## src/source/spriteAffinePkg.sv

```systemverilog
`default_nettype none

package spriteAffinePkg;

    // OAM addressing as seen by the host and by the lookup.
    typedef logic [7:0] oamByteAddr_t;
    typedef logic [5:0] oamWordIndex_t;
    typedef logic [31:0] oamWord_t;

    // Parameters are 8.8 fixed point and live in the upper halfword of a word.
    typedef logic signed [15:0] affineParam_t;

    typedef logic [4:0] groupIndex_t;

    typedef logic signed [7:0] pixelOffset_t; // Relative to the sprite centre.

    // A length of zero stands for a full run of 256 pixels.
    typedef logic [7:0] runLength_t;

    // Integer part of the 32-bit accumulator.
    typedef logic signed [15:0] texCoord_t;

    localparam int FRACTION_BITS = 8;

endpackage : spriteAffinePkg

`default_nettype wire
```

## src/source/spriteAffineTop.sv

```systemverilog
`default_nettype none

module spriteAffineTop
    import spriteAffinePkg::*;
#(
    parameter int QUEUE_DEPTH = 8,
    parameter int CREDITS = 4 // Size of the consumer's buffer.
) (
    input  logic          clock,
    input  logic          reset,
    input  logic          oamWrite,
    input  oamWordIndex_t oamWriteIndex,
    input  oamWord_t      oamWriteData,
    input  logic          reqValid,
    input  groupIndex_t   reqGroup,
    input  pixelOffset_t  reqX,
    input  pixelOffset_t  reqY,
    input  runLength_t    reqLength,
    output logic          reqReady,
    output logic          outValid,
    output texCoord_t     outTexX,
    output texCoord_t     outTexY,
    output logic          outLast,
    input  logic          creditReturn
);

    logic start, done, read, push, pushLast, space;
    groupIndex_t group;
    oamByteAddr_t readAddr;
    oamWord_t readData;
    affineParam_t paramA, paramB, paramC, paramD;
    texCoord_t pushTexX, pushTexY;

    oamMemory oam (
        .clock, .reset, .oamWrite, .oamWriteIndex, .oamWriteData,
        .read, .readAddr, .readData
    );

    attributeLookupUnit lookup (
        .clock, .reset, .start, .group, .readData, .readAddr, .read, .done,
        .paramA, .paramB, .paramC, .paramD
    );

    affineStepper stepper (
        .clock, .reset, .reqValid, .reqGroup, .reqX, .reqY, .reqLength,
        .done, .paramA, .paramB, .paramC, .paramD, .space,
        .reqReady, .start, .group, .push, .pushTexX, .pushTexY, .pushLast
    );

    creditOutput #(
        .QUEUE_DEPTH(QUEUE_DEPTH),
        .CREDITS(CREDITS)
    ) outQueue (
        .clock, .reset, .push, .pushTexX, .pushTexY, .pushLast, .creditReturn,
        .space, .outValid, .outTexX, .outTexY, .outLast
    );

endmodule : spriteAffineTop

`default_nettype wire

```

## src/source/creditOutput.sv

```systemverilog
`default_nettype none

module creditOutput
    import spriteAffinePkg::*;
#(
    parameter int QUEUE_DEPTH = 8,
    parameter int CREDITS = 4
) (
    input  logic      clock,
    input  logic      reset,
    input  logic      push,
    input  texCoord_t pushTexX,
    input  texCoord_t pushTexY,
    input  logic      pushLast,
    input  logic      creditReturn,
    output logic      space,
    output logic      outValid,
    output texCoord_t outTexX,
    output texCoord_t outTexY,
    output logic      outLast
);

    localparam int PTR_W = (QUEUE_DEPTH > 1) ? $clog2(QUEUE_DEPTH) : 1;
    localparam int COUNT_W = $clog2(QUEUE_DEPTH + 1);
    localparam int CREDIT_W = $clog2(CREDITS + 1);

    texCoord_t queueX [QUEUE_DEPTH];
    texCoord_t queueY [QUEUE_DEPTH];
    logic queueLast [QUEUE_DEPTH];

    logic [PTR_W-1:0] head, tail;
    logic [COUNT_W-1:0] count;
    logic [CREDIT_W-1:0] credits;

    assign space = (count != COUNT_W'(QUEUE_DEPTH));
    assign outValid = (count != '0) && (credits != '0); // The head leaves whenever it may.
    assign outTexX = queueX[head];
    assign outTexY = queueY[head];
    assign outLast = outValid && queueLast[head];

    always_ff @(posedge clock) begin
        if (push) begin
            queueX[tail] <= pushTexX;
            queueY[tail] <= pushTexY;
            queueLast[tail] <= pushLast;
        end
    end

    always_ff @(posedge clock, posedge reset) begin
        if (reset) begin
            head <= '0;
            tail <= '0;
            count <= '0;
            credits <= CREDIT_W'(CREDITS);
        end else begin
            if (push) begin
                tail <= (tail == PTR_W'(QUEUE_DEPTH - 1)) ? '0 : tail + 1'b1;
            end
            if (outValid) begin
                head <= (head == PTR_W'(QUEUE_DEPTH - 1)) ? '0 : head + 1'b1;
            end
            count <= count + COUNT_W'(push) - COUNT_W'(outValid);
            credits <= credits + CREDIT_W'(creditReturn) - CREDIT_W'(outValid);
        end
    end

    creditBound: assert property (
        @(posedge clock) disable iff (reset)
        credits <= CREDIT_W'(CREDITS)
    ) else $error("Consumer returned more credits than its buffer holds.");

    noPushWhenFull: assert property (
        @(posedge clock) disable iff (reset)
        push |-> space
    ) else $error("Push into a full output queue.");

endmodule : creditOutput

`default_nettype wire

```

## src/source/affineStepper.sv

```systemverilog
`default_nettype none

module affineStepper
    import spriteAffinePkg::*;
(
    input  logic         clock,
    input  logic         reset,
    input  logic         reqValid,
    input  groupIndex_t  reqGroup,
    input  pixelOffset_t reqX,
    input  pixelOffset_t reqY,
    input  runLength_t   reqLength,
    input  logic         done,
    input  affineParam_t paramA,
    input  affineParam_t paramB,
    input  affineParam_t paramC,
    input  affineParam_t paramD,
    input  logic         space,
    output logic         reqReady,
    output logic         start,
    output groupIndex_t  group,
    output logic         push,
    output texCoord_t    pushTexX,
    output texCoord_t    pushTexY,
    output logic         pushLast
);

    typedef enum logic [1:0] {
        IDLE,
        WAIT_LOOKUP,
        INIT_SUMS,
        RUN
    } stepState_t;

    stepState_t state;

    pixelOffset_t x0, y0;
    runLength_t remaining;
    logic signed [31:0] sumX, sumY;
    logic signed [31:0] startX, startY;

    assign reqReady = (state == IDLE);
    assign start = reqValid && reqReady;
    assign group = reqGroup; // Sampled by the lookup only while start is high.

    // Both operands are signed, so they extend to the 32-bit result width.
    assign startX = paramA * x0 + paramB * y0;
    assign startY = paramC * x0 + paramD * y0;

    assign push = (state == RUN) && space;
    assign pushTexX = texCoord_t'(sumX >>> FRACTION_BITS);
    assign pushTexY = texCoord_t'(sumY >>> FRACTION_BITS);
    assign pushLast = (remaining == '0);

    always_ff @(posedge clock, posedge reset) begin
        if (reset) begin
            state <= IDLE;
            remaining <= '0;
        end else begin
            case (state)
                IDLE: begin
                    if (start) begin
                        remaining <= reqLength - 8'd1; // Zero wraps to 255, i.e. 256 pixels.
                        state <= WAIT_LOOKUP;
                    end
                end
                WAIT_LOOKUP: if (done) state <= INIT_SUMS;
                INIT_SUMS: state <= RUN;
                RUN: begin
                    if (push) begin
                        if (pushLast) state <= IDLE;
                        else remaining <= remaining - 8'd1;
                    end
                end
                default: state <= IDLE;
            endcase
        end
    end

    // Accumulators hold while the queue is full.
    always_ff @(posedge clock) begin
        if (start) begin
            x0 <= reqX;
            y0 <= reqY;
        end
        if (state == INIT_SUMS) begin
            sumX <= startX;
            sumY <= startY;
        end else if (push) begin
            sumX <= sumX + paramA;
            sumY <= sumY + paramC;
        end
    end

    doneWhileWaiting: assert property (
        @(posedge clock) disable iff (reset)
        done |-> (state == WAIT_LOOKUP)
    ) else $error("Lookup finished while no request was waiting for it.");

endmodule : affineStepper

`default_nettype wire

```

## src/source/attributeLookupUnit.sv

```systemverilog
`default_nettype none

module attributeLookupUnit
    import spriteAffinePkg::*;
(
    input  logic         clock,
    input  logic         reset,
    input  logic         start,
    input  groupIndex_t  group,
    input  oamWord_t     readData,
    output oamByteAddr_t readAddr,
    output logic         read,
    output logic         done,
    output affineParam_t paramA,
    output affineParam_t paramB,
    output affineParam_t paramC,
    output affineParam_t paramD
);

    typedef enum logic [2:0] {
        IDLE,
        CAPTURE_A,
        CAPTURE_B,
        CAPTURE_C,
        CAPTURE_D,
        FINISH
    } lookupState_t;

    lookupState_t state, nextState;

    oamByteAddr_t addrReg;

    // Group n starts at byte 8n, so neighbouring groups share two words.
    assign readAddr = (state == IDLE) ? {group, 3'b000} : addrReg;

    always_comb begin
        read = 1'b0;
        done = 1'b0;
        nextState = state;
        case (state)
            IDLE: begin
                read = start;
                if (start) begin
                    nextState = CAPTURE_A;
                end
            end
            CAPTURE_A: begin
                read = 1'b1;
                nextState = CAPTURE_B;
            end
            CAPTURE_B: begin
                read = 1'b1;
                nextState = CAPTURE_C;
            end
            CAPTURE_C: begin
                read = 1'b1;
                nextState = CAPTURE_D;
            end
            CAPTURE_D: nextState = FINISH;
            FINISH: begin
                done = 1'b1;
                nextState = IDLE;
            end
            default: nextState = IDLE;
        endcase
    end

    always_ff @(posedge clock, posedge reset) begin
        if (reset) begin
            state <= IDLE;
        end else begin
            state <= nextState;
        end
    end

    // Next word address, one cycle behind the address on the bus.
    always_ff @(posedge clock) begin
        addrReg <= readAddr + 8'd4;
        case (state)
            CAPTURE_A: paramA <= readData[31:16];
            CAPTURE_B: paramB <= readData[31:16];
            CAPTURE_C: paramC <= readData[31:16];
            CAPTURE_D: paramD <= readData[31:16];
            default: ;
        endcase
    end

    startWhenIdle: assert property (
        @(posedge clock) disable iff (reset)
        start |-> (state == IDLE)
    ) else $error("Lookup started while a fetch was still running.");

endmodule : attributeLookupUnit

`default_nettype wire

```

## src/source/oamMemory.sv

```systemverilog
`default_nettype none

module oamMemory
    import spriteAffinePkg::*;
(
    input  logic          clock,
    input  logic          reset,
    input  logic          oamWrite,
    input  oamWordIndex_t oamWriteIndex,
    input  oamWord_t      oamWriteData,
    input  logic          read,
    input  oamByteAddr_t  readAddr,
    output oamWord_t      readData
);

    oamWord_t memory [64];

    oamWordIndex_t readIndex;

    assign readIndex = readAddr[7:2]; // Byte address to word index.

    always_ff @(posedge clock) begin
        if (oamWrite) begin
            memory[oamWriteIndex] <= oamWriteData;
        end
    end

    // Read data holds between reads so the lookup may sample it late.
    always_ff @(posedge clock, posedge reset) begin
        if (reset) begin
            readData <= '0;
        end else if (read) begin
            readData <= memory[readIndex];
        end
    end

    // The lookup only ever steps in whole words.
    readAligned: assert property (
        @(posedge clock) disable iff (reset)
        read |-> (readAddr[1:0] == 2'b00)
    ) else $error("OAM read at unaligned byte address %0h.", readAddr);

endmodule : oamMemory

`default_nettype wire

```

## config.mk

```make
export PLATFORM = sky130hd
export DESIGN_NAME = spriteAffineTop
export DESIGN_NICKNAME = d
export VERILOG_FILES = /design/src/source/spriteAffinePkg.sv /design/src/source/spriteAffineTop.sv /design/src/source/creditOutput.sv /design/src/source/affineStepper.sv /design/src/source/attributeLookupUnit.sv /design/src/source/oamMemory.sv
export SDC_FILE = /design/constraint.sdc
export NUM_CORES = 2
export LEC_CHECK = 0
export ABC_CLOCK_PERIOD_IN_PS = 8500
export BUFFER_PORTS_ARGS = -buffer_cell sky130_fd_sc_hd__buf_4
export CAP_MARGIN = 20
export CORE_ASPECT_RATIO = 0.8
export CORE_UTILIZATION = 66
export CTS_BUF_LIST = sky130_fd_sc_hd__clkbuf_4
export DETAILED_ROUTE_END_ITERATION = 6
export PLACE_DENSITY_LB_ADDON = 0.1
export SETUP_SLACK_MARGIN = 0.3
export SLEW_MARGIN = 20
export SYNTH_ARGS = -nofsm -noshare
export SYNTH_HDL_FRONTEND = slang
export SYNTH_SLANG_ARGS = --single-unit
```

## constraint.sdc

```tcl
create_clock -name clock -period 8.5 [get_ports clock]
set_clock_uncertainty 0.1 [all_clocks]
set_input_delay 0.85 -clock clock [delete_from_list [all_inputs] [get_ports clock]]
set_output_delay 0.85 -clock clock [all_outputs]
set_load 0.01 [all_outputs]
```

* Word-level counts from Yosys, hierarchy flattened *
Memories as Yosys holds them, arrays and structs flattened. A register that Yosys moved wholly into a read port is not among the register bits.
Index checks and enable logic that the tools add are counted.

word-level totals
  logic and storage cells = 92
  register bits = 178
  memory bits (writable) = 2,312
  memories kept = 4
  output and inout port bits = 35

operators by class
  add/subtract/negate cells = 13
  reduce and logical (&&, ||, !) cells = 14
  $mul = 4
  equal/unequal tests = 17
  mux-type cells = 24

memory list
  memory              words  width  rd ports  clocked after Yosys merged registers in  write ports  line                RTL
  oam.memory          64     32     1         1                                        1            oamMemory.sv:16     oamWord_t memory [64];
  outQueue.queueX     8      16     1         0                                        1            creditOutput.sv:27  texCoord_t queueX [QUEUE_DEPTH];
  outQueue.queueY     8      16     1         0                                        1            creditOutput.sv:28  texCoord_t queueY [QUEUE_DEPTH];
  outQueue.queueLast  8      1      1         0                                        1            creditOutput.sv:29  logic queueLast [QUEUE_DEPTH];

operators with widths
  cell                   count
  $mux W32               4
  $mul A16 B8 Y24        4
  $add A32 B16 Y32       2
  $add A32 B32 Y32       2
  $mux W8                4
  $pmux W8 S2            1
  $sub A8 B1 Y8 const B  2
  $pmux W3 S5            1
  $eq A3 B3 Y1 const B   4
  $mux W3                3
  $add A8 B3 Y8 const B  1
  $logic_not A8 Y1       1
  $mux W2                4
  $pmux W2 S4            1
  $reduce_and A4 Y1      2
  $add A3 B1 Y3 const B  2
  $eq A3 B2 Y1 const B   2
  $ne A2 B1 Y1 const B   3
  $ne A2 B2 Y1 const B   3
  $mux W1                5
  $add A4 B1 Y4          1
  $eq A2 B2 Y1 const B   2
  $logic_and A1 B1 Y1    4
  $ne A4 B4 Y1 const B   1
  12 further kinds       13

* Longest topological paths before layout *
  depth in word-level cells = 4
  depth in mapped cells = 30
  gate-level depth less buffers = 29

* Cells and area by module *
From an unflattened synthesis, not the netlist that was laid out.

second synthesis, totals
  cells, all modules = 7,177
  area total of the unflattened synthesis = 117,478.9 µm²

modules (own cells, without submodules)
  module               area each (µm²)  seq. area each (µm²)  cells an instance  instances
  oamMemory            79,626.4         62,299.8              3,834              1
  affineStepper        24,633.6         2,172.1               2,765              1
  creditOutput         10,737.8         8,254.2               455                1
  attributeLookupUnit  2,481.1          2,157.1               123                1

* Least setup slack after synthesis *
OpenSTA, ideal clock, no wires.

  kind = flip-flop to flip-flop
  start point = reg stepper.y0[7]
  end point = reg stepper.sumY[23] (data pin)
  cell stages (with the launch flop) = 27
  data required time = 8,251 ps
  path slack = 1,515 ps
  period minus slack after synthesis = 6,985 ps
  arrival time = 6,736 ps
  path buffers = 1
  cell sequence = edfxtp_1 -> clkinv_1 -> buf_1 -> fa_1 -> fa_1 -> inv_1 -> fa_1 -> inv_1 -> fa_1 -> inv_1 -> ha_1 -> o21ai_0 -> o21bai_1 -> or4_1 -> a221oi_2 -> xnor2_1 -> ha_1 -> and3_1 -> a221oi_1 -> o31ai_1 -> o21ba_1 -> o21ai_1 -> or4_1 -> a31o_1 -> a21oi_1 -> xnor3_1 -> mux2i_1

on the way
  longest elaborated chain between the ends = 3

ends and longest elaborated chain
  what                    line                 RTL
  start, declared         affineStepper.sv:37  pixelOffset_t x0, y0;
  start signal, assigned  affineStepper.sv:84  y0 <= reqY;
  $mul A16 B8 Y24         affineStepper.sv:48  assign startY = paramC * x0 + paramD * y0;
  $add A32 B32 Y32        affineStepper.sv:48
  $mux W32                affineStepper.sv:86  if (state == INIT_SUMS) begin
  end signal, assigned    affineStepper.sv:88  sumY <= startY;
  end signal, assigned    affineStepper.sv:91  sumY <= sumY + paramC;
  end, declared           affineStepper.sv:39  logic signed [31:0] sumX, sumY;

Every way passes these cells.
A chain may end at the register's enable or synchronous reset.

* Final worst setup path *
Same ends and word-level chain as after synthesis.

==> results_dict.tcl <==
set metrics [dict create \
    routed_wirelength_um 192000 \
    htree_levels 5 \
    die_h_um 312 \
    wl_per_cell_um 22.9 \
    required_ns 9.45 \
    cts_tree "done" \
    min_period_ns 7.59 \
    fin_nets 7325 \
    status "finished, violations left" \
    grt_usage_pct 32.5 \
    grt_max_degree 163 \
    hold_path_class "input port to flip-flop" \
    yosysSeqAreaShare_pct 55.1 \
    drv_slew 0 \
    synthCells 6189 \
    worst_pin_slew_ns 1.14 \
    max_freq_ghz 0.132 \
    die_x_um 390 \
    area_growth_pct 9.57 \
    cap_viol_max_count 0 \
    synth.area.top_cells "edfxtp_1, fa_1, ha_1, mux2i_1, nand2_1" \
    ys_async_sr_fraction_pct 2.87 \
    synth_top_area_share_pct 53.6 \
    dieArea_mm2 0.122 \
    io_pins 107 \
    grt_pass1_wl_um 298000 \
    clockBufferDepth 4 \
    ys_seq_elements 1464 \
    place_hpwl_um 122000 \
    synth_fp_nets 6969 \
    netlist_area_mm2 0.0793 \
    ant_nets 0 \
    crit_path_max_incr_delay_ns 0.59 \
    fillers 7928 \
    place_congestion 0.875 \
    grt_pass1_vias 52100 \
    synth_enable_flop_cells 1416 \
    vias_per_cell 6.05 \
    crit_top_cell "fa_1" \
    initial_core_util_pct 66.7 \
    overflow 0 \
    cts_root_buffer "clkbuf_4" \
    crit_path_end_kind "flip-flop" \
    drive_above_1_share_pct 13.8 \
    slowest_stage "fa_1" \
    num_rows 113 \
    ys.flop_type "edfxtp_1" \
    drc 1 \
    finalCritPeriodShare_pct 89.2 \
    place.port_buffers 90 \
    worstPathArrival_ns 8.54 \
    first_iter_violations 4895 \
    start_kind "flip-flop" \
    drt-pass1-iter-count 7 \
    cts_sinks 1464 \
    final_hold_viol_count 0 \
    slew_headroom_pct 23.7 \
    yosysWarnings 0 \
    yosysMostFrequentCell "edfxtp_1" \
    path_clk_slew_ns 0.07 \
    via_count 50800 \
    cp_max_fo 15 \
    clk_latency_ns 1.28 \
    rsz0062_at_grt "false" \
    fin_setup_tns_ns 0 \
    worstSetupPathType "flip-flop to flip-flop" \
    antenna_found_initial 5 \
    postSynthAreaPerCell_um2 12.8 \
    synth_cell_types 80 \
    setup_viol_count_final 0 \
    core_area_mm2 0.119 \
    violations "DRC" \
    cts_made_buffers 368 \
    yosys.area.top_type "edfxtp_1" \
    synthTopCellsByCount "edfxtp_1, nand2_1, inv_1" \
]
cells by family (layout without fill, tap and decap cells):
logic type | Yosys count | after routing | share of synthesized area, %
and+or+nand+nor | 1684 | 1684 | 10.2
DFF | 1464 | 1464 | 55.1
buffers and inverters | 906 | 1505 | 4.40
AOI/OAI and AO/OA | 866 | 866 | 7.25
adders and majority gates | 708 | 708 | 15.1
muxes | 383 | 383 | 5.95
xor gates and xnor gates | 178 | 178 | 1.98
other | 0 | 11 | 0
layer usage:
layer | vias to the layer above | share of wire (%) | GRT usage (%)
met5 | - | 0 | 0
met2 | 2365 | 48 | 52.1
li1 | 22900 | - | -
met3 | 380 | 8.5 | 5.61
met4 | 0 | 3.6 | 13.4
met1 | 25200 | 40 | 44.5
path summary, 6_finish.rpt:
path	startpoint	to	slack, ns	cells after the start
min in group asynchronous	reset	stepper.remaining[2]	0.63	4
worst min-delay path	reqGroup[4]	lookup.addrReg[7]	0.18	4
worst max register to register	stepper.y0[7]	stepper.sumY[23]	0.91	26
worst max-delay path	stepper.y0[7]	stepper.sumY[23]	0.91	26
max in group asynchronous	reset	oam.readData[29]	7.15	5
worst min register to register	outQueue.count[0]	outQueue.count[0]	0.41	1
cell type report:
type	count	area, um^2	share of cell area (%)
Clock inverter	80	347	0.399
Multi-Input combinational cell	3819	32300	37.2
Sequential cell	1464	43700	50.3
Antenna cell	11	27.5	0.0317
Inverter	639	2410	2.78
Tap cell	1610	2010	2.32
Timing Repair Buffer	253	2070	2.38
Clock buffer	533	4000	4.60
worst max-delay path, delay by kind of cell, from the launching register on:
family	cells	cell delay, ns
adder cells (fa/ha/maj)	6	2.74
AO/OA/AOI/OAI	9	1.71
AND/OR/NAND/NOR	3	1.10
buffers and inverters	5	0.68
XOR/XNOR	2	0.60
flip-flops	1	0.32
multiplexers	1	0.15
placed cells by master, fill, tap and decap left out, types with 130 or more instances in the layout:
cell type	count
a21oi_1	204
a31oi_1	142
and2_1	370
and3_1	145
buf_4	200
clkbuf_4	533
edfxtp_1	1416
fa_1	418
ha_1	289
inv_1	634
mux2i_1	267
nand2_1	687
nor2_1	242
o221ai_1	130
registers in the layout, indices dropped and copies added, names as in the netlist, 8 cells and up:
register	count
lookup.paramD	16
outQueue.queueLast	8
stepper.remaining	8
stepper.x0	8
stepper.sumY	24
outQueue.queueY	128
lookup.paramB	16
stepper.sumX	24
oam.memory	1024
stepper.y0	8
oam.readData	16
lookup.paramC	16
lookup.paramA	16
outQueue.queueX	128
per-stage QoR:
stage          area, um^2  worst slack, ns  util (%)  hold slack (ns)  instances
6_report            86900            0.915      73.1            0.183       8409
5_1_grt             86900            0.384      73.1           0.0792       8406
4_1_cts             86800            0.699      73.0           0.0469       8395
3_5_place_dp        82000            0.767      69.0            0.396       7734
3_3_place_gp        82000            0.786      69.0            0.395       7734
2_1_floorplan       79300             1.52         -            0.377       6189
what timing repair did:
item | CTS | global route
setup buffers | 0 | 1
hold buffers | 48 | 1
hold endpoints to repair | 731 | 1
resized for setup | 0 | 1
endpoints found under the setup margin | 0 | 1
Power is left out: the tool's default activity adds up to more than one toggle a clock period on the data nets, which glitch-free logic cannot reach.
